File: src/hw/cmp_rx_pkg.sv
package cmp_rx_pkg;

	//----------------------------------------
	// Link word and frame geometry
	//----------------------------------------
	localparam int WORD_W      = 16;                    // One word per CMP_RX_CLK160
	localparam int FRAME_WORDS = 3;                     // Data words after the K-word
	localparam int FRAME_W     = FRAME_WORDS * WORD_W;  // Assembled frame
	localparam int KFLAG_W     = WORD_W / 8;            // One flag per byte

	//----------------------------------------
	// K-character codes
	//----------------------------------------
	// Low byte FC in the frame K-word marks a latency trigger
	localparam logic [7:0] LTNCY_K_CHAR = 8'hFC;

	// Bits 4 to 1 of every valid EOF K-byte
	// BC, 1C, 3C ... FC all carry it
	localparam logic [3:0] EOF_NIBBLE = 4'hE;

	//----------------------------------------
	// Link monitor defaults
	//----------------------------------------
	localparam int GOOD_FRAMES_DEF = 16;  // Clean frames before link_good
	localparam int ERR_CNT_W_DEF   = 8;   // Top bit doubles as link_bad

	// Error count holds once its upper nibble gets here
	localparam logic [3:0] ERR_SAT_NIBBLE = 4'hE;

endpackage

File: src/hw/cmp_word_qualifier.sv
`timescale 1ns/1ps

module cmp_word_qualifier import cmp_rx_pkg::*; (
	input  logic               CMP_RX_CLK160,
	input  logic               cmp_rx_resetdone,  // Async, active low
	input  logic [WORD_W-1:0]  rx_data,           // Word from the transceiver
	input  logic [KFLAG_W-1:0] rx_isk,            // K flag per byte
	input  logic [KFLAG_W-1:0] rx_notintable,     // Code error per byte
	input  logic               rx_lossofsync,     // Upper loss-of-sync bit
	input  logic               rx_sync_done,      // Phase sync finished
	input  logic               ttc_resync,        // Clears the link status
	output logic [WORD_W-1:0]  q_data,
	output logic               q_sync,            // Frame K-word
	output logic               q_ltrg,            // Frame K-word with FC
	output logic               q_kword_ok,        // Healthy EOF K-word
	output logic               q_data_ok,         // Healthy data word
	output logic               q_clear            // Single registered clear
);

	// Only the low byte is a K-character in the frame marker
	localparam logic [KFLAG_W-1:0] K_LOW_ONLY = KFLAG_W'(1);

	logic k_low;        // Comma pattern on this word
	logic no_code_err;  // In sync and every byte in table

	//----------------------------------------
	// Word decode
	//----------------------------------------
	assign k_low       = (rx_isk == K_LOW_ONLY);
	assign no_code_err = !rx_lossofsync && (rx_notintable == '0);

	// Data path register
	always_ff @(posedge CMP_RX_CLK160) begin
		q_data <= rx_data;
	end

	// Flags line up with q_data
	always_ff @(posedge CMP_RX_CLK160 or negedge cmp_rx_resetdone) begin
		if (!cmp_rx_resetdone) begin
			q_sync     <= 1'b0;
			q_ltrg     <= 1'b0;
			q_kword_ok <= 1'b0;
			q_data_ok  <= 1'b0;
			q_clear    <= 1'b0;
		end else begin
			q_sync     <= k_low;
			q_ltrg     <= k_low && (rx_data[7:0] == LTNCY_K_CHAR);  // Trigger marker
			// EOF byte must carry the fixed nibble
			q_kword_ok <= k_low && no_code_err && (rx_data[4:1] == EOF_NIBBLE);
			q_data_ok  <= no_code_err && (rx_isk == '0);  // No K bits in data
			// Only place the clear condition is tested
			q_clear    <= !rx_sync_done || ttc_resync;
		end
	end

	//----------------------------------------
	// Checks
	//----------------------------------------
	a_ltrg_needs_sync: assert property (
		@(posedge CMP_RX_CLK160) disable iff (!cmp_rx_resetdone)
		q_ltrg |-> q_sync
	) else $error("q_ltrg high without q_sync");

endmodule

File: src/hw/cmp_frame_assembler.sv
`timescale 1ns/1ps

module cmp_frame_assembler import cmp_rx_pkg::*; (
	input  logic                   CMP_RX_CLK160,
	input  logic                   cmp_rx_resetdone,  // Async, active low
	input  logic [WORD_W-1:0]      q_data,
	input  logic                   q_sync,
	input  logic                   q_ltrg,
	input  logic                   q_kword_ok,
	input  logic                   q_data_ok,
	input  logic                   q_clear,
	output logic [FRAME_W-1:0]     rcv_data,          // {word3, word2, word1}
	output logic [FRAME_WORDS-1:0] nonzero_word,      // Bit 0 is word 1
	output logic                   ltncy_trig,
	output logic                   frame_done,        // Pulse with new rcv_data
	output logic                   frame_good,        // Valid with frame_done
	output logic                   phase_lost         // Open frame lost its phase
);

	logic              cew0;           // K-word slot, frame start
	logic              cew1;           // Word 1 on q_data
	logic              cew2;           // Word 2 on q_data
	logic              cew3;           // Word 3 on q_data
	logic              any_strobe;
	logic              frame_open;     // Set once a frame has started
	logic              ltrg_hold;      // Trigger from frame K-word
	logic              kword_ok_hold;  // K-word health from frame start
	logic              w1_ok;
	logic              w2_ok;
	logic              nz1;
	logic              nz2;
	logic [WORD_W-1:0] w1_reg;
	logic [WORD_W-1:0] w2_reg;

	//----------------------------------------
	// Phase tracking
	//----------------------------------------
	// A K-word only opens a frame outside words 1 to 3
	assign cew0       = q_sync && !(cew1 || cew2 || cew3);
	assign any_strobe = cew0 || cew1 || cew2 || cew3;

	// Holding registers for words 1 and 2
	always_ff @(posedge CMP_RX_CLK160) begin
		if (cew1) w1_reg <= q_data;
		if (cew2) w2_reg <= q_data;
	end

	always_ff @(posedge CMP_RX_CLK160 or negedge cmp_rx_resetdone) begin
		if (!cmp_rx_resetdone) begin
			cew1          <= 1'b0;
			cew2          <= 1'b0;
			cew3          <= 1'b0;
			frame_open    <= 1'b0;
			ltrg_hold     <= 1'b0;
			kword_ok_hold <= 1'b0;
			w1_ok         <= 1'b0;
			w2_ok         <= 1'b0;
			nz1           <= 1'b0;
			nz2           <= 1'b0;
			rcv_data      <= '0;
			nonzero_word  <= '0;
			ltncy_trig    <= 1'b0;
			frame_done    <= 1'b0;
			frame_good    <= 1'b0;
			phase_lost    <= 1'b0;
		end else if (q_clear) begin
			cew1          <= 1'b0;       // Wait for a fresh K-word
			cew2          <= 1'b0;
			cew3          <= 1'b0;
			frame_open    <= 1'b0;
			rcv_data      <= '0;
			nonzero_word  <= '0;
			ltncy_trig    <= 1'b0;
			frame_done    <= 1'b0;
			frame_good    <= 1'b0;
			phase_lost    <= 1'b0;
		end else begin
			cew1 <= cew0;  // Phase shift register
			cew2 <= cew1;
			cew3 <= cew2;

			// Latch K-word info at frame start
			if (cew0) begin
				ltrg_hold     <= q_ltrg;
				kword_ok_hold <= q_kword_ok;
			end
			if (cew1) begin
				w1_ok <= q_data_ok;
				nz1   <= |q_data;
			end
			if (cew2) begin
				w2_ok <= q_data_ok;
				nz2   <= |q_data;
			end

			//----------------------------------------
			// Frame output
			//----------------------------------------
			frame_done <= cew3;
			if (cew3) begin
				rcv_data     <= {q_data, w2_reg, w1_reg};
				nonzero_word <= {|q_data, nz2, nz1};
				ltncy_trig   <= ltrg_hold;
				frame_good   <= kword_ok_hold && w1_ok && w2_ok && q_data_ok;
			end else if (!any_strobe) begin
				rcv_data     <= '0;    // Stream broke, drop stale data
				nonzero_word <= '0;
				ltncy_trig   <= 1'b0;
			end

			phase_lost <= frame_open && !any_strobe;  // One pulse per loss
			if (cew0) frame_open <= 1'b1;
			else if (!any_strobe) frame_open <= 1'b0;
		end
	end

	a_one_strobe: assert property (
		@(posedge CMP_RX_CLK160) disable iff (!cmp_rx_resetdone)
		$onehot0({cew1, cew2, cew3})
	) else $error("More than one phase strobe active");

endmodule

File: src/hw/cmp_link_monitor.sv
`timescale 1ns/1ps

module cmp_link_monitor import cmp_rx_pkg::*; #(
	parameter int GOOD_FRAMES = GOOD_FRAMES_DEF,  // Clean frames to call the link good
	parameter int ERR_CNT_W   = ERR_CNT_W_DEF     // At least 4 for the saturation nibble
) (
	input  logic                 CMP_RX_CLK160,
	input  logic                 cmp_rx_resetdone,  // Async, active low
	input  logic                 q_clear,
	input  logic                 frame_done,
	input  logic                 frame_good,
	input  logic                 phase_lost,
	output logic                 link_good,
	output logic                 link_had_err,
	output logic [ERR_CNT_W-1:0] err_count,         // Link losses since clear
	output logic                 link_bad
);

	localparam int GC_W = $clog2(GOOD_FRAMES + 1);

	logic [GC_W-1:0] good_cnt;     // Consecutive good frames
	logic            link_err;     // Link went down at least once
	logic            link_proven;  // A frame passed while the link was up
	logic            good_evt;
	logic            bad_evt;
	logic            err_sat;

	//----------------------------------------
	// Frame judgement
	//----------------------------------------
	assign good_evt = frame_done && frame_good;
	assign bad_evt  = (frame_done && !frame_good) || phase_lost;
	assign err_sat  = (err_count[ERR_CNT_W-1 -: 4] == ERR_SAT_NIBBLE);

	always_ff @(posedge CMP_RX_CLK160 or negedge cmp_rx_resetdone) begin
		if (!cmp_rx_resetdone) begin
			good_cnt    <= '0;
			link_good   <= 1'b0;
			link_err    <= 1'b0;
			link_proven <= 1'b0;
			err_count   <= '0;
		end else if (q_clear) begin
			good_cnt    <= '0;
			link_good   <= 1'b0;
			link_err    <= 1'b0;
			link_proven <= 1'b0;
			err_count   <= '0;
		end else if (bad_evt) begin
			good_cnt  <= '0;  // Start counting again
			link_good <= 1'b0;
			if (link_good) begin
				link_err <= 1'b1;  // Sticky until clear
				if (!err_sat) err_count <= err_count + 1'b1;
			end
		end else if (good_evt && !link_good) begin
			good_cnt <= good_cnt + 1'b1;
			if (good_cnt == GC_W'(GOOD_FRAMES - 1)) link_good <= 1'b1;
		end else if (good_evt) begin
			link_proven <= 1'b1;  // Count frozen while up
		end
	end

	//----------------------------------------
	// Status outputs
	//----------------------------------------
	// High until a frame passes on a good link, and after any loss
	assign link_had_err = link_err || !link_proven;
	assign link_bad     = err_count[ERR_CNT_W-1];

	a_err_count_monotonic: assert property (
		@(posedge CMP_RX_CLK160) disable iff (!cmp_rx_resetdone)
		!q_clear |=> (err_count >= $past(err_count))
	) else $error("err_count decreased without a clear");

endmodule

File: src/hw/cmp_fiber_rx.sv
`timescale 1ns/1ps

module cmp_fiber_rx import cmp_rx_pkg::*; #(
	parameter int GOOD_FRAMES = GOOD_FRAMES_DEF,
	parameter int ERR_CNT_W   = ERR_CNT_W_DEF
) (
	input  logic                   CMP_RX_CLK160,
	input  logic                   cmp_rx_resetdone,  // Async, active low
	input  logic [WORD_W-1:0]      rx_data,
	input  logic [KFLAG_W-1:0]     rx_isk,
	input  logic [KFLAG_W-1:0]     rx_notintable,
	input  logic                   rx_lossofsync,
	input  logic                   rx_sync_done,
	input  logic                   ttc_resync,
	output logic [FRAME_W-1:0]     rcv_data,
	output logic [FRAME_WORDS-1:0] nonzero_word,
	output logic                   ltncy_trig,
	output logic                   link_good,
	output logic                   link_had_err,
	output logic [ERR_CNT_W-1:0]   err_count,
	output logic                   link_bad
);

	logic [WORD_W-1:0] q_data;
	logic              q_sync;
	logic              q_ltrg;
	logic              q_kword_ok;
	logic              q_data_ok;
	logic              q_clear;     // Shared by assembler and monitor
	logic              frame_done;
	logic              frame_good;
	logic              phase_lost;

	//----------------------------------------
	// Word qualifier
	//----------------------------------------
	cmp_word_qualifier u_qualifier (
		.CMP_RX_CLK160    (CMP_RX_CLK160),
		.cmp_rx_resetdone (cmp_rx_resetdone),
		.rx_data          (rx_data),
		.rx_isk           (rx_isk),
		.rx_notintable    (rx_notintable),
		.rx_lossofsync    (rx_lossofsync),
		.rx_sync_done     (rx_sync_done),
		.ttc_resync       (ttc_resync),
		.q_data           (q_data),
		.q_sync           (q_sync),
		.q_ltrg           (q_ltrg),
		.q_kword_ok       (q_kword_ok),
		.q_data_ok        (q_data_ok),
		.q_clear          (q_clear)
	);

	// Frame assembly, 4 edges from K-word to rcv_data
	cmp_frame_assembler u_assembler (
		.CMP_RX_CLK160    (CMP_RX_CLK160),
		.cmp_rx_resetdone (cmp_rx_resetdone),
		.q_data           (q_data),
		.q_sync           (q_sync),
		.q_ltrg           (q_ltrg),
		.q_kword_ok       (q_kword_ok),
		.q_data_ok        (q_data_ok),
		.q_clear          (q_clear),
		.rcv_data         (rcv_data),
		.nonzero_word     (nonzero_word),
		.ltncy_trig       (ltncy_trig),
		.frame_done       (frame_done),
		.frame_good       (frame_good),
		.phase_lost       (phase_lost)
	);

	//----------------------------------------
	// Link status
	//----------------------------------------
	cmp_link_monitor #(
		.GOOD_FRAMES (GOOD_FRAMES),
		.ERR_CNT_W   (ERR_CNT_W)
	) u_monitor (
		.CMP_RX_CLK160    (CMP_RX_CLK160),
		.cmp_rx_resetdone (cmp_rx_resetdone),
		.q_clear          (q_clear),
		.frame_done       (frame_done),
		.frame_good       (frame_good),
		.phase_lost       (phase_lost),
		.link_good        (link_good),
		.link_had_err     (link_had_err),
		.err_count        (err_count),
		.link_bad         (link_bad)
	);

endmodule

File: config.mk
export PLATFORM = sky130hd
export DESIGN_NAME = cmp_fiber_rx
export DESIGN_NICKNAME = d
export VERILOG_FILES = /design/src/hw/cmp_rx_pkg.sv /design/src/hw/cmp_word_qualifier.sv /design/src/hw/cmp_frame_assembler.sv /design/src/hw/cmp_link_monitor.sv /design/src/hw/cmp_fiber_rx.sv
export SDC_FILE = /design/constraint.sdc
export NUM_CORES = 1
export LEC_CHECK = 0
export BUFFER_PORTS_ARGS = -buffer_cell sky130_fd_sc_hd__buf_2
export CORE_MARGIN = 5
export CORE_UTILIZATION = 40
export CTS_BUF_LIST = sky130_fd_sc_hd__clkbuf_8 sky130_fd_sc_hd__clkbuf_16
export CTS_CLUSTER_SIZE = 30
export DETAILED_ROUTE_END_ITERATION = 12
export SLEW_MARGIN = 0
export SYNTH_ARGS = -nofsm -noshare
export SYNTH_HDL_FRONTEND = slang
export SYNTH_HIERARCHICAL = 1
export SYNTH_SLANG_ARGS = --single-unit
File: constraint.sdc
create_clock -name CMP_RX_CLK160 -period 1.5 [get_ports CMP_RX_CLK160]
set_clock_uncertainty 0.1 [all_clocks]
set_input_delay 0.225 -clock CMP_RX_CLK160 [delete_from_list [all_inputs] [get_ports CMP_RX_CLK160]]
set_output_delay 0.225 -clock CMP_RX_CLK160 [all_outputs]
set_load 0.01 [all_outputs]
* Yosys cells after proc, flatten, opt, wreduce, memory -nomap -nowiden
Index checks and enable logic that the tools add are counted. Widths: inputs -> output; s select.
Storage, ports and cells: register bits after elaboration 134
Cells by class: equal/unequal tests 10, reductions and logical operators 44, bitwise gates (word level) 1, muxes and demuxes 36, add/sub/neg operators 2
Operator list (count):
- $mux 48 | 3
- $mux 8 | 4
- $mux 1 | 23
- $reduce_or 16->1 | 1
- $mux 5 | 3
- $logic_and 1x1->1 | 13
- $reduce_and 2->1 | 5
- $mux 3 | 3
- $add 8x1->8 const B | 1
- $eq 4x4->1 const B | 2
- $eq 8x8->1 const B | 1
- $logic_or 1x1->1 | 8
- $reduce_bool 2->1 | 4
- $logic_not 1->1 | 7
- $ne 2x2->1 const B | 3
- $ne 3x2->1 const B | 2
- $reduce_and 3->1 | 2
- $reduce_bool 3->1 | 2
- $add 5x1->5 const B | 1
- $eq 5x4->1 const B | 1
- $logic_not 2->1 | 2
- $eq 2x1->1 const B | 1
- $not 1->1 | 1

* Logic depth before layout (Yosys ltp)
Gate-level depths: netlist (run 1).
depth in word-level cells 10, mapped depth 5, gate-level depth less buffers 5

* Cells and area by module
The synthesis (run 1) kept the hierarchy.
By module, submodules not included:
- cmp_frame_assembler | sequential area each 2587.5 µm², cells each 187, area an instance 3334.4 µm², times used 1
- cmp_link_monitor | sequential area each 400.4 µm², cells each 92, area an instance 937.1 µm², times used 1
- cmp_word_qualifier | sequential area each 445.4 µm², cells each 30, area an instance 515.5 µm², times used 1

* Worst setup path after synthesis (run 1)
Ideal clock, no wire load.
path kind reg-to-reg, start point reg u_assembler.cew2, end point reg u_assembler.ltncy_trig, stages on the path, launching flop included 5, path buffers 2, setup time 121 ps, required time 1279 ps, clock period less this slack 1586 ps, slack -86 ps, data arrival time 1365 ps, cells stage by stage dfrtp_1 > o31a_1 > buf_6 > buf_6 > a22o_1
Between the ends: word-level cells in the longest chain between the ends 8
RTL lines:
- start: declaration | line cmp_frame_assembler.sv:22 | logic cew2;
- start signal: assignment | line cmp_frame_assembler.sv:79 | cew2 <= cew1;
- $logic_or 1x1->1 (2 in a row) | line cmp_frame_assembler.sv:39 | assign cew0 = q_sync && !(cew1 || cew2 || cew3);
- $logic_not 1->1 | line cmp_frame_assembler.sv:39
- $logic_and 1x1->1 | line cmp_frame_assembler.sv:39
- $logic_or 1x1->1 | line cmp_frame_assembler.sv:40 | assign any_strobe = cew0 || cew1 || cew2 || cew3;
- $logic_or 1x1->1 (*) (2 in a row) | line cmp_frame_assembler.sv:40
- $ne 3x2->1 (no line) (*)
- end signal: assignment | line cmp_frame_assembler.sv:103 | ltncy_trig <= ltrg_hold;
- end: declaration | line cmp_frame_assembler.sv:14 | output logic ltncy_trig,
Every way passes the cells marked *; elsewhere a longest branch is shown, timed or not. A chain may end at the register's enable or synchronous reset.

* Final worst setup path (run 1)
start point reg u_monitor.err_count[1], end point reg u_monitor.err_count[4]
Between the ends: word-level cells in the longest chain between the ends 5
RTL lines:
- start: declaration | line cmp_link_monitor.sv:15 | output logic [ERR_CNT_W-1:0] err_count,
- start signal: assignment | line cmp_link_monitor.sv:53 | if (!err_sat) err_count <= err_count + 1'b1;
- $add 8x1->8 | line cmp_link_monitor.sv:53
- $mux 8 | line cmp_link_monitor.sv:53
- $mux 8 | line cmp_link_monitor.sv:51 | if (link_good) begin
- $mux 8 | line cmp_link_monitor.sv:48 | end else if (bad_evt) begin
- $mux 8 | line cmp_link_monitor.sv:42 | end else if (q_clear) begin
Every way passes these cells. The select of a mux whose other input is x is not followed.

==> metrics.yaml, run 1 <==
critical_path:
  cp_data_arrival_time_ps: 1770
  path_buf_inv: 0
  cp.required_ps: 1690
  path_max_fanout: 3
  cp_cell_sequence: "ha_4, nand3_4, a2111oi_4, mux2_4"
  cp_slowest_stage_delay_ps: 420
  cp-end-kind: "flip-flop"
  r2r_slack_ps: -80
  cp_slowest_cell: "dfrtp_1"
  cp-start-kind: "flip-flop"
  r2r_start: "u_monitor/err_count[1]"
  worst-r2r-cell-count: 4
  path_class: "reg2reg"
  reg2reg_to: "u_monitor/err_count[4]"
  critical_path.top_delay_family: "flip-flops"
cts:
  ctsHtreeMaxLevel: 4
  cts_tree: "built"
  clk_latency_ps: 410
  clock_sinks: 134
  clk_pin_slew_worst_paths_ps: 60
  cts_buffer_depth: 2
  cts_made_buffers: 17
  cts_root_buf: "clkbuf_16"
route:
  num_vias: 3296
  drt_first_pass_iters: 4
  vias_per_cell: 5.21
  ant_nets: 0
  routedWlPerCell_um: 19.4
  met1_length_mm: 5.43
  dr.first_iter.drc_count: 200
  drc: 0
  wl_mm: 12.3
  dr_wl_met3_um: 607
  top_layer: "met4"
  wl_met2_mm: 5.98
pwr:
  ir_drop_v: 0.000620
  p_leak_uw: 0.00318
  cellPowerDensity_nw_per_um2: 1230
sta:
  slew_headroom_pct: 68.7
  min_period_ps: 1580
  period_share_pct: 105
  hold_viol: 0
  finalMaxSlewViolations: 0
  fmax_ghz: 0.632
  layout_setup_ws_ps: -81.1
  setup_tns_ps: -299
  finalSetupViolations: 6
  grt_setup_unrepaired: "true"
  worst_pin_slew_ps: 468
layout:
  fin_util_pct: 58.5
  nNetsFinal: 501
  regMostFlops: "u_assembler/rcv_data"
  diodes: 0
  largest_register_ffs: 48
  area_growth_pct: 44.9
  final.fill_count: 911
  drive_above_1_share_pct: 44.7
floorplanning:
  die_w_um: 119
  die_area_sq_um: 14300
  core_area_sq_um: 11900
  start_util_pct: 40.4
  rows: 40
  die_h_um: 119
  ios: 88
synthesis:
  yosysSeqAreaShare_pct: 71.7
  syn_area_per_cell_sq_um: 15.5
  synth-edff-count: 32
  yosysUniqueCellTypes: 41
  syn-instance-count: 309
  ys_seq_elements: 134
  yosys.cell_count.top_type: "dfrtp_1"
  ys_top_cells_by_area: "dfrtp_1 45%, edfxtp_1 20%, a22o_1 9.5%"
  synth_ff_type: "dfrtp_1"
  synth_top_area_share_pct: 45.0
  synth_area_sq_um: 4790
  synth_nets: 337
  yosys.area.top_type: "dfrtp_1"
  yosys_warnings: 6
  async_flop_share_pct: 64.2
  synth_common_cells: "86 x dfrtp_1, 52 x a22o_1, 32 x edfxtp_1"
global_route:
  grt_pass1_wl_mm: 18.4
  grt_max_degree: 30
  grt_usage_pct: 16.8
  grt.overflow.total: 0
  antenna_found_initial: 0
  grt_pass1_vias: 3338
status:
  status: "complete, but fails checks"
  violations: "setup timing"
min_path:
  min_path_type: "in2async"
place:
  gp_congestion: 0.832
  place_hpwl_mm: 6.80
  portBuffers: 87
flow_run:
  maxCapViolations: 0
==> per-layer routing <==
metal	vias to the layer above	global-route usage [%]
li1	1507	-
met1	1674	22.8
met4	0	8.38
met3	16	4.23
met5	-	0
met2	99	25.3
==> area by class of cell <==
class | instances | area, sq um | area share, %
clock inverter | 15 | 200 | 2.89
sequential | 134 | 3440 | 49.7
multi-input combinational | 156 | 1470 | 21.2
timing repair buffer | 157 | 1180 | 17.1
tap | 147 | 184 | 2.65
clock buffer | 17 | 425 | 6.13
inverter | 7 | 26.3 | 0.379
==> stage by stage <==
step	std cells	cell area (sq um)	hold slack (ps)	power [uW]	setup slack, ps
after floorplan	309	4810	-171	3950	-64.7
after global routing	633	6930	242	8790	-143
final	633	6930	194	8510	-81.1
after detailed placement	553	5540	83.2	4080	-344
after global placement	553	5540	81.3	4070	-286
after CTS	618	6640	189	8520	-54.5
==> power breakdown <==
group	leakage, uW	switching [uW]	total [uW]	internal [uW]
Combinational	0.00126	148	307	159
Sequential	0.00161	49.1	3830	3780
Clock	0.000312	1570	4370	2800
Total	0.00318	1770	8510	6740
==> layout by cell type, fill, tap and decap left out, drive strengths merged, types with 13 or more instances in the layout <==
master	n
dfxtp	16
mux2	13
dfrtp	86
nor2b	14
clkbuf	22
a22o	52
nor2	15
buf	129
dlygate4sd3	23
edfxtp	32
inv	13
==> worst register-to-register path, stage by stage (launching register included) <==
cell and delay [ps]:
dfrtp_1 420, ha_4 190, nand3_4 80, a2111oi_4 350, mux2_4 330
==> worst max path at each step <==
stage | from | endpoint | slack, ps | cells past startpoint
floorplan | u_monitor/err_count[6] | u_monitor/err_count[2] | -60 | 3
global placement | u_qualifier/q_clear | u_assembler/rcv_data[17] | -290 | 2
detailed placement | u_qualifier/q_clear | u_assembler/rcv_data[45] | -340 | 2
CTS | u_monitor/err_count[4] | u_monitor/err_count[3] | -50 | 3
global route | u_monitor/err_count[1] | u_monitor/err_count[4] | -140 | 4
finish | u_monitor/err_count[1] | u_monitor/err_count[4] | -80 | 4
==> cells by family after synthesis <==
logic type	after synthesis	share of synthesized area, %
mux	17	3.89
flops	134	71.7
xor+xnor	2	0.366
fa+ha+maj	3	0.784
simple gates	63	7.89
buf+inv	23	3.01
compound gates	67	12.3
==> what timing repair did <==
action	in CTS	in global routing
hold buffers	23	0
gates cloned	3	8
setup endpoints to repair	64	46
buffers inserted	7	8
pin swaps	15	8
gates resized for setup	26	21
hold endpoints to repair	57	0
Power figures use the tool's default switching activity.
==> inputs of run 2 (changes only) <==
Clock period 1.5 ns to 1.9 ns, I/O delays scaled along.
==> run 2 against run 1 <==
Die area unchanged. Global-route usage down 1.7 points. Clock-buffer cell count unchanged. Register-to-register slack better by 370 ps. Clock power shrank 24%. The flow now finishes without violations. Critical path depth stayed put. Via count shrank 8.9%. Combinational power decreased by 46%. First-iteration DRC count fell by 11%. Highest routed layer unchanged.
==> metrics.yaml, run 2 (synthesis gave the netlist of run 1 again) <==
floorplanning:
  ios: 88  # unchanged
  rows: 40  # unchanged
  start_util_pct: 40.4  # unchanged
  die_area_sq_um: 14300  # unchanged
  die_w_um: 119  # unchanged
  core_area_sq_um: 11900  # unchanged
  die_h_um: 119  # unchanged
min_path:
  min_path_type: "in2reg"
  min_from: "rx_notintable[0]"
  min_path_cells: 3
global_route:
  grt_pass1_vias: 3105  # -7.0%
  grt_pass1_wl_mm: 16.6  # -9.6%
  antenna_found_initial: 0  # unchanged
  grt.overflow.total: 0  # unchanged
  grt_max_degree: 52  # +73%
  grt_usage_pct: 15.2  # -1.7 points
pwr:
  p_comb_share_pct: 2.5  # -1.1 points
  cellPowerDensity_nw_per_um2: 1050  # -15%
  clockPowerShare_pct: 51.1  # -0.2 points
  p_leak_uw: 0.00293  # -7.7%
  p_total_uw: 6510  # -23%
  switchingPower_uw: 1370  # -23%
  ir_drop_v: 0.000458  # -26%
  internal-power_uw: 5140  # -24%
  p_seq_share_pct: 46.4  # +1.3 points
  swShare_pct: 21.0  # +0.25 points
route:
  drc: 0  # unchanged
  num_vias: 3002  # -8.9%
  routedWlPerCell_um: 17.5  # -9.7%
  dr.first_iter.drc_count: 178  # -11%
  ant_nets: 0  # unchanged
  wl_mm: 10.3  # -16%
  drt_first_pass_iters: 4  # unchanged
  vias_per_cell: 5.08  # -2.4%
sta:
  setup_tns_ps: 0  # +299 ps
  period_share_pct: 84.5  # -21 points
  slew_headroom_pct: 69.3  # +0.63 points
  layout_setup_ws_ps: 294  # +375 ps
  fmax_ghz: 0.623  # -1.6%
  grt_setup_unrepaired: "false"
  hold_viol: 0  # unchanged
  min_period_ps: 1610  # +25.3 ps
  worst_pin_slew_ps: 456  # -12.6 ps
  finalMaxSlewViolations: 0  # unchanged
  finalSetupViolations: 0  # -6
  fin_hold_ws_ps: 34.7  # -159 ps
critical_path:
  cp-start-kind: "flip-flop"
  path_class: "reg2reg"
  path_buf_inv: 0  # unchanged
  path_max_fanout: 5  # +2
  r2r_start: "u_monitor/err_count[1]"
  cp-end-kind: "flip-flop"
  critical_path.top_delay_family: "flip-flops"
  cp_cell_sequence: "ha_1, nand3_1, a2111oi_2, mux2_1"
  crit_start: "u_monitor/err_count[1]"
  cp.required_ps: 2090  # +400 ps
  cp_data_arrival_time_ps: 1790  # +20 ps
  worst-r2r-cell-count: 4  # unchanged
  cp_slowest_stage_delay_ps: 420  # about the same
  cp_slowest_cell: "dfrtp_1"
  cp.depth: 4  # unchanged
layout:
  nNetsFinal: 459  # -8.4%
  diodes: 0  # unchanged
  final_cell_mix: "86 x buf_2, 86 x dfrtp_1, 52 x a22o_1"
  design_area_sq_um: 6220  # -10%
  final.fill_count: 998  # +9.5%
  area_growth_pct: 30.0
  regMostFlops: "u_assembler/rcv_data"
  largest_register_ffs: 48  # unchanged
  drive_above_1_share_pct: 33.1  # -12 points
status:
  status: "finished, final reports clean"
cts:
  clk_latency_ps: 410  # about the same
  cts_root_buf: "clkbuf_16"
  cts_resized: 0  # -100%
  postCtsSetupRepairBufs: 0  # -7
  ctsHtreeMaxLevel: 4  # unchanged
  clk_pin_slew_worst_paths_ps: 60  # about the same
  hold_buffers: 21  # -8.7%
  clock_sinks: 134  # unchanged
  cts_made_buffers: 17  # unchanged
  cts_tree: "built"
  cts_buffer_depth: 2  # unchanged
place:
  place_hpwl_mm: 6.87  # +1.0%
  post-place-ws_ps: 292  # +637 ps
  portBuffers: 87  # unchanged
  gp_congestion: 0.792  # -4.8%
  post_dp_cell_area_sq_um: 5410  # -2.4%
flow_run:
  maxCapViolations: 0  # unchanged
==> run 2: final cells by class <==
type                       count  area [sq um]  share of cell area (%)
clock inverter                15           179                    2.88
sequential                   134          3430                    55.2
timing repair buffer         119           756                    12.1
clock buffer                  17           425                    6.84
inverter                       7          26.3                   0.422
tap                          147           184                    2.96
multi-input combinational    152          1220                    19.6
==> run 2: per-stage QoR <==
stage	instances	utilization [%]
after floorplan	309	-
after CTS	591	52.5
after global placement	538	45.6
after global routing	591	52.5
after detailed placement	538	45.6
final	591	52.5
==> run 2: worst min-delay path: cells and delay by family <==
family | cells | cell delay, ps
AND/OR/NAND/NOR | 2 | 140
buffers and inverters | 1 | 80
==> run 2: metal layers <==
| layer | up-vias | track usage, % | share of wire [%] |
|---|---|---|---|
| li1 | 1405 | - | - |
| met1 | 1513 | 19.1 | 43 |
| met2 | 73 | 24.7 | 51 |
| met3 | 11 | 4.56 | 4.7 |
| met4 | 0 | 5.80 | 1.3 |
| met5 | - | 0 | 0 |
==> run 2: path summary, 6_finish.rpt <==
kind | to | slack (ps)
setup / recovery | u_monitor/err_count[4] | 290
hold / removal | u_qualifier/q_kword_ok | 30
setup reg to reg | u_monitor/err_count[4] | 290
hold reg to reg | u_assembler/rcv_data[19] | 370
max in group asynchronous | u_assembler/rcv_data[12] | 940
min in group asynchronous | u_monitor/good_cnt[3] | 220
==> run 2: power by group through the flow <==
| stage | Clock [uW] | Sequential [uW] | Combinational [uW] |
|---|---|---|---|
| finish | 3330 | 3020 | 166 |
| global route | 3520 | 3020 | 188 |
| CTS | 3390 | 3020 | 171 |
| detailed placement | 0 | 3070 | 137 |
| global placement | 0 | 3070 | 134 |
| floorplan | 0 | 3060 | 51.1 |
==> inputs of run 3 (changes only) <==
Clock period 1.9 ns to 1.65 ns, I/O delays scaled along.
==> run 3 against run 2 <==
Power increased by 13%. Worst hold slack got worse by 33 ps. Cell count increased by 1.5%. Sequential share of layout area decreased by 0.88 points. Final area increased by 1.6%. Maximum frequency increased by 0.87%. Critical path type unchanged. Largest cell class unchanged. Largest power group unchanged.
==> metrics.yaml, run 3 (synthesis gave the netlist of run 1 again) <==
sta:
  fmax_ghz: 0.628  # +0.87%
  grt_setup_unrepaired: "false"
  fin_hold_ws_ps: 1.25  # -33.4 ps
  finalMaxSlewViolations: 0  # unchanged
  finalSetupViolations: 0  # unchanged
  setup_tns_ps: 0  # unchanged
  slew_headroom_pct: 67.5  # -1.8 points
  hold_viol: 0  # unchanged
  min_period_ps: 1590  # -13.9 ps
  worst_pin_slew_ps: 487  # +31.5 ps
  period_share_pct: 96.5  # +12 points
place:
  gp_congestion: 0.808  # +2.0%
  portBuffers: 87  # unchanged
  place_hpwl_mm: 7.03  # +2.4%
pwr:
  cellPowerDensity_nw_per_um2: 1170  # +11%
  p_leak_uw: 0.00295  # +0.76%
  ir_drop_v: 0.000709  # +55%
route:
  num_vias: 3044  # +1.4%
  wl_mm: 10.4  # +0.19%
  drt_first_pass_iters: 4  # unchanged
  routedWlPerCell_um: 17.3  # -1.3%
  ant_nets: 0  # unchanged
  vias_per_cell: 5.07  # -0.12%
  drc: 0  # unchanged
  dr.first_iter.drc_count: 229  # +29%
cts:
  cts_tree: "built"
  clock_sinks: 134  # unchanged
  cts_buffer_depth: 2  # unchanged
  clk_pin_slew_worst_paths_ps: 60  # about the same
  cts_made_buffers: 17  # unchanged
  ctsHtreeMaxLevel: 4  # unchanged
  cts_root_buf: "clkbuf_16"
  clk_latency_ps: 410  # about the same
global_route:
  grt.overflow.total: 0  # unchanged
  grt_usage_pct: 15.4  # +0.25 points
  antenna_found_initial: 0  # unchanged
  grt_pass1_wl_mm: 17.0  # +2.3%
  grt_max_degree: 53  # +1.9%
  grt_pass1_vias: 3177  # +2.3%
critical_path:
  crit_path_frequent_cell: "ha_1"
  cp_slowest_stage_delay_ps: 410  # about the same
  cp_slowest_cell: "dfrtp_1"
  cp_data_arrival_time_ps: 1820  # +30 ps
  cp-start-kind: "flip-flop"
  path_max_fanout: 3  # -2
  path_class: "reg2reg"
  cp_cell_sequence: "ha_1, and3_1, ha_1, or2_1, a21oi_1"
  cp-end-kind: "flip-flop"
  cp.required_ps: 1880  # -210 ps
layout:
  drive_above_1_share_pct: 34.7  # +1.5 points
  diodes: 0  # unchanged
  regMostFlops: "u_assembler/rcv_data"
  nNetsFinal: 468  # +2.0%
  final_cell_mix: "86 x buf_2, 85 x dfrtp_1, 52 x a22o_1"
  area_growth_pct: 32.1
  final_common_cell: "buf_2"
  largest_register_ffs: 48  # unchanged
floorplanning:
  die_area_sq_um: 14300  # unchanged
  ios: 88  # unchanged
  rows: 40  # unchanged
  core_area_sq_um: 11900  # unchanged
  start_util_pct: 40.4  # unchanged
  die_h_um: 119  # unchanged
  die_w_um: 119  # unchanged
flow_run:
  maxCapViolations: 0  # unchanged
min_path:
  min_path_type: "in2reg"
status:
  status: "finished, final reports clean"
==> run 3: worst max-delay path: cells and delay by family, from the launching register on <==
family,cells,cell delay [ps]
simple gates,2,390
flops,1,410
compound gates,1,120
fa+ha+maj,2,500
==> run 3: layout make-up <==
type,count,area [sq um]
clock buffers,18,439
clock inverters,14,149
fillers,979,5540
inverters,7,26.3
multi-input cells,152,1250
flip-flops and latches,134,3430
well taps,147,184
repair buffers,128,841
==> run 3: path summary, 6_finish.rpt <==
kind                                        from                        to  slack (ps)  cells past startpoint
hold / removal                  rx_notintable[1]     u_qualifier/q_data_ok           1                      3
min in group asynchronous       cmp_rx_resetdone     u_monitor/good_cnt[3]         250                      2
hold reg to reg            u_assembler/w2_reg[1]  u_assembler/rcv_data[17]         370                      1
setup / recovery           u_monitor/good_cnt[0]     u_monitor/good_cnt[4]          60                      5
setup reg to reg           u_monitor/good_cnt[0]     u_monitor/good_cnt[4]          60                      5
max in group asynchronous       cmp_rx_resetdone  u_assembler/rcv_data[34]         660                      3
==> run 3: power by group <==
| group | switching [uW] | leakage [uW] | internal, uW |
|---|---|---|---|
| Sequential | 37.3 | 0.00162 | 3440 |
| Combinational | 108 | 0.00105 | 97.8 |
| Clock | 1420 | 0.000283 | 2280 |
==> run 3: timing repair <==
action / in CTS / in global routing
gates resized for setup: 0 / 5
endpoints found under the setup margin: 0 / 5
hold buffers: 22 / 2
hold endpoints to repair: 51 / 2
setup buffers: 0 / 2
==> run 3: layer usage <==
metal	track usage [%]	part of all wire (%)	up-vias
met1	20.0	45	1516
met5	0	0	-
met3	4.51	4.9	20
li1	-	-	1422
met2	23.2	47	86
met4	8.45	3.1	0
==> run 3: metrics by stage <==
| stage | std cells | setup slack (ps) | utilization [%] | instance area, sq um | power (uW) |
|---|---|---|---|---|---|
| after floorplan | 309 | 64.0 | - | 4790 | 3590 |
| after detailed placement | 543 | 32.7 | 46.0 | 5460 | 3710 |
| final | 600 | 57.5 | 53.3 | 6320 | 7380 |
| after global routing | 600 | 3.87 | 53.3 | 6320 | 7650 |
| after global placement | 543 | 90.4 | 46.0 | 5460 | 3700 |
| after CTS | 597 | 22.8 | 52.8 | 6270 | 7450 |
